## config.mk

```make
export PLATFORM = sky130hd
export DESIGN_NAME = sw_top
export DESIGN_NICKNAME = d
export VERILOG_FILES = /design/src/verilog/sw_pkg.sv /design/src/verilog/sw_pe.sv /design/src/verilog/sw_core.sv /design/src/verilog/sw_wrapper.sv /design/src/verilog/sw_top.sv
export SDC_FILE = /design/constraint.sdc
export NUM_CORES = 2
export LEC_CHECK = 0
export BUFFER_PORTS_ARGS = -buffer_cell sky130_fd_sc_hd__buf_2
export CORE_ASPECT_RATIO = 1.2
export CORE_MARGIN = 4
export CORE_UTILIZATION = 67
export CTS_BUF_LIST = sky130_fd_sc_hd__clkbuf_4
export DETAILED_ROUTE_END_ITERATION = 16
export PLACE_DENSITY = 0.88
export SYNTH_ARGS = -nofsm -noshare
export SYNTH_HDL_FRONTEND = slang
export SYNTH_HIERARCHICAL = 1
export SYNTH_SLANG_ARGS = --single-unit
```

## constraint.sdc

```tcl
create_clock -name avm_clk -period 42.6 [get_ports avm_clk]
set_input_delay 4.26 -clock avm_clk [delete_from_list [all_inputs] [get_ports avm_clk]]
set_output_delay 4.26 -clock avm_clk [all_outputs]
set_load 0.005 [all_outputs]
```

## src/verilog/sw_pkg.sv

```systemverilog
`default_nettype none

package sw_pkg;

    // nucleotide code A=0 C=1 G=2 T=3
    typedef logic [1:0] base_t;
    typedef logic signed [9:0] score_t;
    typedef logic [7:0] pos_t;
    typedef logic [7:0] byte_t;

    // leaves msb first: col, row, score high, score low
    typedef struct packed {
        pos_t               col;
        pos_t               row;
        logic signed [15:0] score;
    } sw_result_t;

    localparam score_t MATCH_SCORE    = 10'sd1;
    localparam score_t MISMATCH_SCORE = -10'sd4;
    localparam score_t GAP_OPEN       = -10'sd6;
    localparam score_t GAP_EXTEND     = -10'sd1;

    // serial port register map
    localparam logic [4:0] RX_ADDR     = 5'd0;
    localparam logic [4:0] TX_ADDR     = 5'd4;
    localparam logic [4:0] STATUS_ADDR = 5'd8;

    localparam int TX_READY_BIT = 6;
    localparam int RX_READY_BIT = 7;

    typedef enum logic [2:0] {
        S_POLL_RX,
        S_READ,
        S_CALC,
        S_POLL_TX,
        S_WRITE
    } wrap_state_e;

endpackage

`default_nettype wire

```

## src/verilog/sw_pe.sv

```systemverilog
`timescale 1ns/1ps
`default_nettype none

module sw_pe (
    input  logic           i_clk,
    input  logic           i_rst,
    input  logic           i_clear,
    input  sw_pkg::base_t  i_read_base,
    input  sw_pkg::base_t  i_ref_base,
    input  logic           i_ref_valid,
    input  sw_pkg::score_t i_h_diag,
    input  sw_pkg::score_t i_h_left,
    input  sw_pkg::score_t i_f_left,
    output sw_pkg::base_t  o_ref_base,
    output logic           o_ref_valid,
    output sw_pkg::score_t o_h,
    output sw_pkg::score_t o_f,
    output sw_pkg::score_t o_best,
    output sw_pkg::pos_t   o_best_col
);

    sw_pkg::base_t  read_base_q;
    sw_pkg::base_t  ref_base_q;
    logic           ref_valid_q;
    sw_pkg::score_t h_q;
    sw_pkg::score_t e_q;
    sw_pkg::score_t f_q;
    sw_pkg::score_t best_q;
    sw_pkg::pos_t   best_col_q;
    sw_pkg::pos_t   col_q;

    sw_pkg::score_t sub_score;
    sw_pkg::score_t h_match;
    sw_pkg::score_t e_next;
    sw_pkg::score_t f_next;
    sw_pkg::score_t h_next;

    function automatic sw_pkg::score_t smax(input sw_pkg::score_t a, input sw_pkg::score_t b);
        return (a > b) ? a : b;
    endfunction

    always_comb begin
        sub_score = (i_ref_base == read_base_q) ? sw_pkg::MATCH_SCORE : sw_pkg::MISMATCH_SCORE;
        h_match   = i_h_diag + sub_score;
        // gap along the reference, from this row's previous cell
        e_next    = smax(smax(h_q + sw_pkg::GAP_OPEN, e_q + sw_pkg::GAP_EXTEND), '0);
        // gap along the read, from the element above
        f_next    = smax(smax(i_h_left + sw_pkg::GAP_OPEN, i_f_left + sw_pkg::GAP_EXTEND), '0);
        h_next    = smax(smax(h_match, '0), smax(e_next, f_next));
    end

    always_ff @(posedge i_clk or posedge i_rst) begin
        if (i_rst) begin
            ref_valid_q <= 1'b0;
        end else if (i_clear) begin
            ref_valid_q <= 1'b0;
        end else begin
            ref_valid_q <= i_ref_valid;
        end
    end

    always_ff @(posedge i_clk) begin
        ref_base_q <= i_ref_base;
        if (i_clear) begin
            read_base_q <= i_read_base;
            h_q         <= '0;
            e_q         <= '0;
            f_q         <= '0;
            best_q      <= '0;
            best_col_q  <= '0;
            col_q       <= '0;
        end else if (i_ref_valid) begin
            h_q   <= h_next;
            e_q   <= e_next;
            f_q   <= f_next;
            col_q <= col_q + 1'b1;
            // strict compare keeps the earlier column on a tie
            if (h_next > best_q) begin
                best_q     <= h_next;
                best_col_q <= col_q;
            end
        end
    end

    assign o_ref_base  = ref_base_q;
    assign o_ref_valid = ref_valid_q;
    assign o_h         = h_q;
    assign o_f         = f_q;
    assign o_best      = best_q;
    assign o_best_col  = best_col_q;

endmodule

`default_nettype wire

```

## src/verilog/sw_core.sv

```systemverilog
`timescale 1ns/1ps
`default_nettype none

module sw_core #(
    parameter int REF_LEN  = 16,
    parameter int READ_LEN = 16
) (
    input  logic                  avm_clk,
    input  logic                  avm_rst,
    input  logic                  i_seq_valid,
    output logic                  o_seq_ready,
    input  logic [2*REF_LEN-1:0]  i_ref_seq,
    input  logic [2*READ_LEN-1:0] i_read_seq,
    output logic                  o_res_valid,
    input  logic                  i_res_ready,
    output sw_pkg::sw_result_t    o_result
);

    // last cell leaves the chain on this count
    localparam int LAST_CYC = REF_LEN + READ_LEN - 1;
    localparam int CNT_W    = $clog2(REF_LEN + READ_LEN + 1);

    typedef enum logic [1:0] {
        C_IDLE,
        C_RUN,
        C_REDUCE,
        C_DONE
    } core_state_e;

    core_state_e          state_q;
    logic [CNT_W-1:0]     cnt_q;
    logic [2*REF_LEN-1:0] ref_sr_q;
    logic                 load;
    logic                 head_valid;
    logic                 run_last;

    sw_pkg::base_t  pe_ref_base  [READ_LEN];
    logic           pe_ref_valid [READ_LEN];
    sw_pkg::score_t pe_h         [READ_LEN];
    sw_pkg::score_t pe_f         [READ_LEN];
    sw_pkg::score_t pe_best      [READ_LEN];
    sw_pkg::pos_t   pe_best_col  [READ_LEN];

    sw_pkg::score_t red_score;
    sw_pkg::pos_t   red_row;
    sw_pkg::pos_t   red_col;
    sw_pkg::score_t best_score_q;
    sw_pkg::pos_t   best_row_q;
    sw_pkg::pos_t   best_col_q;

    assign o_seq_ready = (state_q == C_IDLE);
    assign load        = i_seq_valid && o_seq_ready;
    assign head_valid  = (state_q == C_RUN) && (cnt_q < CNT_W'(REF_LEN));
    assign run_last    = (state_q == C_RUN) && (cnt_q == CNT_W'(LAST_CYC));

    for (genvar g = 0; g < READ_LEN; g++) begin : g_pe
        sw_pkg::base_t  ref_in;
        logic           valid_in;
        sw_pkg::score_t h_up;
        sw_pkg::score_t f_up;
        sw_pkg::score_t h_diag;

        if (g == 0) begin : g_first
            // row -1 is all zero
            assign ref_in   = ref_sr_q[2*REF_LEN-1 -: 2];
            assign valid_in = head_valid;
            assign h_up     = '0;
            assign f_up     = '0;
            assign h_diag   = '0;
        end else begin : g_next
            sw_pkg::score_t h_dly_q;

            // upstream H one column back
            always_ff @(posedge avm_clk) begin
                if (load) begin
                    h_dly_q <= '0;
                end else begin
                    h_dly_q <= pe_h[g-1];
                end
            end

            assign ref_in   = pe_ref_base[g-1];
            assign valid_in = pe_ref_valid[g-1];
            assign h_up     = pe_h[g-1];
            assign f_up     = pe_f[g-1];
            assign h_diag   = h_dly_q;
        end

        sw_pe u_pe (
            .i_clk       (avm_clk),
            .i_rst       (avm_rst),
            .i_clear     (load),
            .i_read_base (i_read_seq[2*READ_LEN-1-2*g -: 2]),
            .i_ref_base  (ref_in),
            .i_ref_valid (valid_in),
            .i_h_diag    (h_diag),
            .i_h_left    (h_up),
            .i_f_left    (f_up),
            .o_ref_base  (pe_ref_base[g]),
            .o_ref_valid (pe_ref_valid[g]),
            .o_h         (pe_h[g]),
            .o_f         (pe_f[g]),
            .o_best      (pe_best[g]),
            .o_best_col  (pe_best_col[g])
        );
    end

    // lowest row wins a tie
    always_comb begin
        red_score = '0;
        red_row   = '0;
        red_col   = '0;
        for (int i = 0; i < READ_LEN; i++) begin
            if (pe_best[i] > red_score) begin
                red_score = pe_best[i];
                red_row   = sw_pkg::pos_t'(i);
                red_col   = pe_best_col[i];
            end
        end
    end

    always_ff @(posedge avm_clk or posedge avm_rst) begin
        if (avm_rst) begin
            state_q     <= C_IDLE;
            cnt_q       <= '0;
            o_res_valid <= 1'b0;
        end else begin
            case (state_q)
                C_IDLE: begin
                    if (load) begin
                        cnt_q   <= '0;
                        state_q <= C_RUN;
                    end
                end
                C_RUN: begin
                    cnt_q <= cnt_q + 1'b1;
                    if (run_last) begin
                        state_q <= C_REDUCE;
                    end
                end
                C_REDUCE: begin
                    o_res_valid <= 1'b1;
                    state_q     <= C_DONE;
                end
                C_DONE: begin
                    if (i_res_ready) begin
                        o_res_valid <= 1'b0;
                        state_q     <= C_IDLE;
                    end
                end
                default: begin
                    state_q <= C_IDLE;
                end
            endcase
        end
    end

    always_ff @(posedge avm_clk) begin
        if (load) begin
            ref_sr_q <= i_ref_seq;
        end else if (state_q == C_RUN) begin
            ref_sr_q <= ref_sr_q << 2;
        end
        if (run_last) begin
            best_score_q <= red_score;
            best_row_q   <= red_row;
            best_col_q   <= red_col;
        end
        if (state_q == C_REDUCE) begin
            o_result.col   <= best_col_q;
            o_result.row   <= best_row_q;
            o_result.score <= 16'(best_score_q);
        end
    end

endmodule

`default_nettype wire

```

## src/verilog/sw_wrapper.sv

```systemverilog
`timescale 1ns/1ps
`default_nettype none

module sw_wrapper #(
    parameter int REF_LEN  = 16,
    parameter int READ_LEN = 16
) (
    input  logic                  avm_clk,
    input  logic                  avm_rst,
    output logic [4:0]            o_avm_address,
    output logic                  o_avm_read,
    input  logic [31:0]           i_avm_readdata,
    output logic                  o_avm_write,
    output logic [31:0]           o_avm_writedata,
    input  logic                  i_avm_waitrequest,
    output logic                  o_seq_valid,
    input  logic                  i_seq_ready,
    output logic [2*REF_LEN-1:0]  o_ref_seq,
    output logic [2*READ_LEN-1:0] o_read_seq,
    input  logic                  i_res_valid,
    output logic                  o_res_ready,
    input  sw_pkg::sw_result_t    i_result
);

    // four bases per byte
    localparam int REF_BYTES = REF_LEN / 4;
    localparam int IN_BYTES  = (REF_LEN + READ_LEN) / 4;
    localparam int RES_W     = $bits(sw_pkg::sw_result_t);
    localparam int RES_BYTES = RES_W / 8;
    localparam int CNT_W     = $clog2(IN_BYTES + 1);

    sw_pkg::wrap_state_e  state_q;
    logic [CNT_W-1:0]     byte_cnt_q;
    logic [4:0]           addr_q;
    logic                 read_q;
    logic                 write_q;
    logic                 seq_valid_q;
    logic [2*REF_LEN-1:0] ref_q;
    logic [2*READ_LEN-1:0] rd_seq_q;
    logic [RES_W-1:0]     tx_q;

    logic                 xfer_done;
    logic                 res_take;
    sw_pkg::byte_t        rx_byte;
    sw_pkg::byte_t        tx_byte;

    assign xfer_done = (read_q || write_q) && !i_avm_waitrequest;
    assign res_take  = i_res_valid && o_res_ready;
    assign rx_byte   = i_avm_readdata[7:0];
    assign tx_byte   = tx_q[RES_W-1 -: 8];

    assign o_avm_address   = addr_q;
    assign o_avm_read      = read_q;
    assign o_avm_write     = write_q;
    assign o_avm_writedata = {24'd0, tx_byte};
    assign o_seq_valid     = seq_valid_q;
    assign o_ref_seq       = ref_q;
    assign o_read_seq      = rd_seq_q;
    // result taken once the core has the job
    assign o_res_ready     = (state_q == sw_pkg::S_CALC) && !seq_valid_q;

    always_ff @(posedge avm_clk or posedge avm_rst) begin
        if (avm_rst) begin
            state_q     <= sw_pkg::S_POLL_RX;
            byte_cnt_q  <= '0;
            addr_q      <= sw_pkg::STATUS_ADDR;
            read_q      <= 1'b1;
            write_q     <= 1'b0;
            seq_valid_q <= 1'b0;
        end else begin
            case (state_q)
                sw_pkg::S_POLL_RX: begin
                    if (xfer_done && i_avm_readdata[sw_pkg::RX_READY_BIT]) begin
                        addr_q  <= sw_pkg::RX_ADDR;
                        state_q <= sw_pkg::S_READ;
                    end
                end
                sw_pkg::S_READ: begin
                    if (xfer_done) begin
                        if (byte_cnt_q == CNT_W'(IN_BYTES - 1)) begin
                            byte_cnt_q  <= '0;
                            read_q      <= 1'b0;
                            seq_valid_q <= 1'b1;
                            state_q     <= sw_pkg::S_CALC;
                        end else begin
                            byte_cnt_q <= byte_cnt_q + 1'b1;
                            addr_q     <= sw_pkg::STATUS_ADDR;
                            state_q    <= sw_pkg::S_POLL_RX;
                        end
                    end
                end
                sw_pkg::S_CALC: begin
                    if (seq_valid_q && i_seq_ready) begin
                        seq_valid_q <= 1'b0;
                    end
                    if (res_take) begin
                        read_q  <= 1'b1;
                        addr_q  <= sw_pkg::STATUS_ADDR;
                        state_q <= sw_pkg::S_POLL_TX;
                    end
                end
                sw_pkg::S_POLL_TX: begin
                    if (xfer_done && i_avm_readdata[sw_pkg::TX_READY_BIT]) begin
                        read_q  <= 1'b0;
                        write_q <= 1'b1;
                        addr_q  <= sw_pkg::TX_ADDR;
                        state_q <= sw_pkg::S_WRITE;
                    end
                end
                sw_pkg::S_WRITE: begin
                    if (xfer_done) begin
                        write_q <= 1'b0;
                        read_q  <= 1'b1;
                        addr_q  <= sw_pkg::STATUS_ADDR;
                        if (byte_cnt_q == CNT_W'(RES_BYTES - 1)) begin
                            // job done, back to waiting for input
                            byte_cnt_q <= '0;
                            state_q    <= sw_pkg::S_POLL_RX;
                        end else begin
                            byte_cnt_q <= byte_cnt_q + 1'b1;
                            state_q    <= sw_pkg::S_POLL_TX;
                        end
                    end
                end
                default: begin
                    state_q <= sw_pkg::S_POLL_RX;
                end
            endcase
        end
    end

    // sequence and result shift registers
    always_ff @(posedge avm_clk) begin
        if (state_q == sw_pkg::S_READ && xfer_done) begin
            if (byte_cnt_q < CNT_W'(REF_BYTES)) begin
                ref_q <= (ref_q << 8) | (2*REF_LEN)'(rx_byte);
            end else begin
                rd_seq_q <= (rd_seq_q << 8) | (2*READ_LEN)'(rx_byte);
            end
        end
        if (res_take) begin
            tx_q <= i_result;
        end else if (state_q == sw_pkg::S_WRITE && xfer_done) begin
            tx_q <= tx_q << 8;
        end
    end

endmodule

`default_nettype wire

```

## src/verilog/sw_top.sv

```systemverilog
`timescale 1ns/1ps
`default_nettype none

module sw_top #(
    parameter int REF_LEN  = 16,
    parameter int READ_LEN = 16
) (
    input  logic        avm_clk,
    input  logic        avm_rst,
    output logic [4:0]  o_avm_address,
    output logic        o_avm_read,
    input  logic [31:0] i_avm_readdata,
    output logic        o_avm_write,
    output logic [31:0] o_avm_writedata,
    input  logic        i_avm_waitrequest
);

    logic                  seq_valid;
    logic                  seq_ready;
    logic [2*REF_LEN-1:0]  ref_seq;
    logic [2*READ_LEN-1:0] read_seq;
    logic                  res_valid;
    logic                  res_ready;
    sw_pkg::sw_result_t    result;

    sw_wrapper #(
        .REF_LEN  (REF_LEN),
        .READ_LEN (READ_LEN)
    ) u_wrapper (
        .avm_clk           (avm_clk),
        .avm_rst           (avm_rst),
        .o_avm_address     (o_avm_address),
        .o_avm_read        (o_avm_read),
        .i_avm_readdata    (i_avm_readdata),
        .o_avm_write       (o_avm_write),
        .o_avm_writedata   (o_avm_writedata),
        .i_avm_waitrequest (i_avm_waitrequest),
        .o_seq_valid       (seq_valid),
        .i_seq_ready       (seq_ready),
        .o_ref_seq         (ref_seq),
        .o_read_seq        (read_seq),
        .i_res_valid       (res_valid),
        .o_res_ready       (res_ready),
        .i_result          (result)
    );

    sw_core #(
        .REF_LEN  (REF_LEN),
        .READ_LEN (READ_LEN)
    ) u_core (
        .avm_clk     (avm_clk),
        .avm_rst     (avm_rst),
        .i_seq_valid (seq_valid),
        .o_seq_ready (seq_ready),
        .i_ref_seq   (ref_seq),
        .i_read_seq  (read_seq),
        .o_res_valid (res_valid),
        .i_res_ready (res_ready),
        .o_result    (result)
    );

endmodule

`default_nettype wire

```

# Word level (Yosys, flattened, before mapping)
# Cells that the tools add are included.
# totals
out_inout_bits,39
elab_cells,728
in_bits,35
ff_bits,1307
# classes
add_sub_neg,79
n_bitwise,3
eq_ne,37
order_cmp,144
mux,232
reduce_logical,55
# op_table
op,n
$mux 10,142
$gt 10x10->1,92
$gt 10x1->1 const B,50
$add 10x1->10 const B,30
$add 10x4->10 const B,16
$add 10x10->10,15
$add 8x1->8 const B,16
$mux 32,4
$mux 8,16
$or 32x8->32,2
$reduce_and 2->1,20
$mux 3,13
$eq 2x2->1,16
$mux 5,6
$mux 1,28
$pmux 5 s5,1
$mux 2,9
$mux 4,4
$ne 2x1->1 const B,8
$pmux 3 s5,1
$reduce_bool 2->1,7
$reduce_or 14->1,1
$pmux 6 s2,1
$logic_and 1x1->1,10
33 further kinds,42

# Longest topological paths before layout
# logic_depth
ltp_word,32
mapped_depth,180
ltp_nobuf,162

# Hierarchy
# The synthesis kept the hierarchy.
# by_module_without_submodules
mod,seq_area_each_um2,n_inst,area_each_um2,cells_each
sw_pe (u_core.g_pe[0].u_pe ...),1246.2,11,5168.7,628
sw_core,5510.3,1,15985.3,1831
sw_pe (u_core.g_pe[12].u_pe ...),1246.2,2,5211.2,632
sw_pe (u_core.g_pe[7].u_pe ...),1246.2,2,5190.0,636
sw_pe (u_core.g_pe[9].u_pe),1246.2,1,4966.0,594
sw_wrapper,3185.6,1,4444.3,258

# Least setup slack after synthesis
# OpenSTA, ideal clock, no wires.
# synth_timing
path_kind,flip-flop to flip-flop
start,register u_core.g_pe[0].u_pe.best_q[9]
end,register u_core.best_score_q[4] (data pin)
required_ns,42.338
synth_period_minus_slack_ns,34.073
setup_slack_ns,8.527
n_path_buf,21
stages_incl_launch_ff,173
setup_ns,0.262
t_arrival_ns,33.811
cell_sequence,dfxtp_1 > clkbuf_1 > a31oi_1 > nand2_1 > ha_1 > nand4_1 > a211oi_2 > a2111o_1 > o211a_1 > clkbuf_1 > nand2_1 > ha_1 > clkbuf_1 > and4_1 > o2111ai_1 > or3_1 > o211a_1 > o31ai_4 > [137 not listed] > or3_1 > a21boi_1 > nor3_1 > o32ai_2 > nor2_4 > clkbuf_1 > nor2_1 > a21oi_1 > ha_1 > nand4_1 > nor2_1 > and3_1 > nand4_1 > a21oi_1 > nor3_1 > a221oi_2 > buf_4 > mux2_1
# synth_via
elab_chain_len,32
# synth_lines
item,line_no,rtl
start: declaration,sw_pe.sv:28,sw_pkg::score_t best_q;
start signal: assignment,sw_pe.sv:79,best_q <= h_next;
$gt 10x1->1,sw_core.sv:114,if (pe_best[i] > red_score) begin
$mux 10 (*),sw_core.sv:114,
$gt 10x10->1,sw_core.sv:114,
$mux 10 (*),sw_core.sv:114,
$gt 10x10->1,sw_core.sv:114,
$mux 10 (*),sw_core.sv:114,
$gt 10x10->1,sw_core.sv:114,
$mux 10 (*),sw_core.sv:114,
[17 not listed],n/a,
$mux 10 (*),sw_core.sv:114,
$gt 10x10->1,sw_core.sv:114,
$mux 10 (*),sw_core.sv:114,
$gt 10x10->1,sw_core.sv:114,
$mux 10 (*),sw_core.sv:114,
$gt 10x10->1,sw_core.sv:114,
$mux 10 (*),sw_core.sv:114,
net u_core.red_score[4],sw_core.sv:44,sw_pkg::score_t red_score;
end signal: assignment,sw_core.sv:165,best_score_q <= red_score;
end: declaration,sw_core.sv:47,sw_pkg::score_t best_score_q;
# Mark *: on every way through the listed nets, which the timed path passes. The rest lies on a longest branch.
# A chain may end at the register's enable or synchronous reset.

# Worst setup path in the final report
# layout_timing
start,register u_core.g_pe[0].u_pe.best_q[2]
end,register u_core.best_col_q[2] (data pin)
# layout_via
elab_chain_len,32
word_cells_on_any_way,47
classes_between,order compare: 16; mux: 31
# layout_lines
item,line_no,rtl
$gt 10x1->1,sw_core.sv:114,
$mux 10,sw_core.sv:114,
$gt 10x10->1,sw_core.sv:114,
$mux 10,sw_core.sv:114,
$gt 10x10->1,sw_core.sv:114,
$mux 10,sw_core.sv:114,
$gt 10x10->1,sw_core.sv:114,
$mux 10,sw_core.sv:114,
[17 not listed],n/a,
$mux 10,sw_core.sv:114,
$gt 10x10->1,sw_core.sv:114,
$mux 10,sw_core.sv:114,
$gt 10x10->1,sw_core.sv:114,
$mux 10,sw_core.sv:114,
$gt 10x10->1,sw_core.sv:114,
$mux 8 (*),sw_core.sv:114,
net u_core.red_col[2],sw_core.sv:46,sw_pkg::pos_t red_col;
end signal: assignment,sw_core.sv:167,best_col_q <= red_col;
end: declaration,sw_core.sv:49,sw_pkg::pos_t best_col_q;
# Marks and branches as above.

==> flow_summary.json <==
{
  "ant_nets": 0,
  "fmax_mhz": 25.4,
  "finalHoldViolations": 0,
  "cts_sinks": 1306,
  "core_mm2": 0.152,
  "start_kind": "flip-flop",
  "die_w_um": 365,
  "drt_iter0_drc": 7792,
  "antenna_found_initial": 13,
  "slew_headroom_pct": 20.0,
  "finalSetupTns_ns": 0,
  "finalSetupViolCount": 0,
  "final_layout_size_suffix_gt1_share_pct": 8.87,
  "route.detailed.drc": 0,
  "cp.required_ns": 43.70,
  "portBuffers": 22,
  "row_count": 157,
  "synthToLayoutAreaGrowth_pct": 5.75,
  "initial_core_util_pct": 67.3,
  "critPathMaxStageDelay_ns": 0.66,
  "overflow": 0,
  "hold_path.class": "reg2reg",
  "viasPerCell": 6.33,
  "period_share_pct": 92.4,
  "die_y_um": 437,
  "syn-cell-area_mm2": 0.103,
  "vias": 91500,
  "syn_inst": 12100,
  "wl_per_cell_um": 19.1,
  "drv_cap": 0,
  "grt_use_total_pct": 33.4,
  "fin_nets": 13300,
  "grt_setup_unrepaired": "no",
  "post-dp-hpwl_um": 207000,
  "htree_levels": 5,
  "dieArea_mm2": 0.160,
  "clockBufferDepth": 4,
  "dr.pass1.iters": 8,
  "skew_ns": 0.115,
  "worst_slew_pin_slew_ns": 1.20,
  "avgSynthCellArea_um2": 8.49,
  "cts-root-buf": "clkbuf_4",
  "wirelength_um": 276000,
  "worstSkewPairLatency_ns": 1.41,
  "grt_max_degree": 186,
  "crit_fanout": 40,
  "pin_count": 74,
  "gp_congestion": 0.980,
  "clkTransAtPathRegs_ns": 0.07,
  "endpoint_kind": "flip-flop",
  "outcome": "finished clean",
  "cts_tree": "yes",
  "grt_pass1_vias": 91200,
  "drv_slew": 0,
  "yosys_warnings": 6,
  "critPathSlowestCell": "a211oi_4",
  "cts_buffers": 347,
  "arrival_ns": 40.46,
  "timing.final.crit_period_ns": 39.36,
  "cts_setup_buffers": 0,
  "crit_top_cell": "ha_1",
  "crit_type": "reg2reg",
  "grt_pass1_wl_um": 446000
}
==> routing by layer <==
| metal | wire length (um) | up-vias | track usage (%) |
|---|---|---|---|
| met5 | 47 | - | 0 |
| li1 | - | 43700 | - |
| met3 | 18600 | 992 | 6.36 |
| met1 | 109000 | 43300 | 38.5 |
| met2 | 134000 | 3473 | 58.1 |
| met4 | 14000 | 8 | 17.8 |
==> placed cells by master, fill, tap and decap left out, types with 118 or more instances in the layout <==
| master | instances |
|---|---|
| nand3_1 | 190 |
| xor2_1 | 312 |
| a21oi_1 | 657 |
| nor3_1 | 205 |
| and3_1 | 119 |
| a21o_1 | 154 |
| nor4_1 | 120 |
| dfxtp_1 | 1066 |
| nand4_1 | 224 |
| and2_1 | 315 |
| inv_1 | 991 |
| o221ai_1 | 119 |
| o21a_1 | 171 |
| nor2b_1 | 239 |
| conb_1 | 154 |
| o21ai_0 | 395 |
| ha_1 | 1089 |
| nand3b_1 | 118 |
| xnor2_1 | 441 |
| mux2_2 | 147 |
| a211oi_1 | 151 |
| nor2_1 | 1177 |
| mux2i_1 | 641 |
| edfxtp_1 | 204 |
| clkbuf_4 | 482 |
| nand2_1 | 761 |
==> path summary, 6_finish.rpt <==
check                                                                 from                                          to  slack, ns  cells past startpoint
min in group asynchronous                                          avm_rst  u_core/g_pe[14].u_pe/o_ref_valid$_DFF_PP0_       3.06                      3
max in group asynchronous                                          avm_rst            u_wrapper/o_avm_read$_DFFE_PP1P_      38.90                      3
worst min-delay path             u_core/g_pe[3].u_pe/o_ref_base[0]$_DFF_P_   u_core/g_pe[4].u_pe/o_ref_base[0]$_DFF_P_       0.35                      0
worst max-delay path            u_core/g_pe[0].u_pe/o_best[2]$_SDFFE_PP0P_              u_core/best_col_q[2]$_DFFE_PP_       3.24                    154
worst min register to register   u_core/g_pe[3].u_pe/o_ref_base[0]$_DFF_P_   u_core/g_pe[4].u_pe/o_ref_base[0]$_DFF_P_       0.35                      0
worst max register to register  u_core/g_pe[0].u_pe/o_best[2]$_SDFFE_PP0P_              u_core/best_col_q[2]$_DFFE_PP_       3.24                    154
==> worst max-delay path, delay by kind of cell (launching register included) <==
kind / cells / cell delay (ns)
muxes: 8 / 2.64
DFF: 1 / 0.41
and+or+nand+nor: 62 / 13.40
AOI/OAI and AO/OA: 54 / 15.14
buffers and inverters: 13 / 1.88
adders and majority gates: 17 / 5.46
==> per-stage QoR <==
stage	hold slack, ns	cells	instance area, um^2	utilization [%]	setup slack (ns)
floorplan	0.349	12200	103000	-	8.53
global placement	0.353	13800	104000	68.3	3.05
detailed placement	0.355	13800	104000	68.3	1.97
CTS	0.342	14400	108000	71.2	1.84
global route	0.325	14500	109000	71.2	0.278
finish	0.350	14500	109000	71.2	3.24
==> repair_timing <==
| item | 4_1_cts | 5_1_grt |
|---|---|---|
| hold buffers | 0 | 0 |
| endpoints found under the setup margin | 0 | 22 |
| resized for setup | 0 | 6 |
==> cell type report <==
type	count	area (um^2)
sequential	1306	28400
inverter	1006	3780
tap	1987	2490
multi-input combinational	9464	69000
clock buffer	481	3610
fill	11500	43900
clock inverter	123	717
timing repair buffer	75	520
antenna	16	40.0
==> flip-flops by register name (all words and copies together), names as in the netlist, 8 cells and up <==
name and count:
u_core/best_score_q 10, u_core/g_pe.u_pe/o_best_col 128, u_core/g_pe.u_pe/o_ref_base 30, u_core/g_pe.u_pe/e_q 160
u_core/ref_sr_q 32, u_core/g_pe.u_pe/o_h 160, u_core/best_col_q 8, u_core/g_pe.g_next.h_dly_q 150
u_core/g_pe.u_pe/col_q 128, u_core/g_pe.u_pe/read_base_q 32, u_core/g_pe.u_pe/o_best 160, u_core/g_pe.u_pe/o_ref_valid 15
u_wrapper/o_ref_seq 32, u_wrapper/tx_q 32, u_core/g_pe.u_pe/o_f 150, u_wrapper/o_read_seq 32
u_core/o_result 22
Power is left out: the tool's default activity adds up to more than one toggle a clock period on the data nets, which glitch-free logic cannot reach.
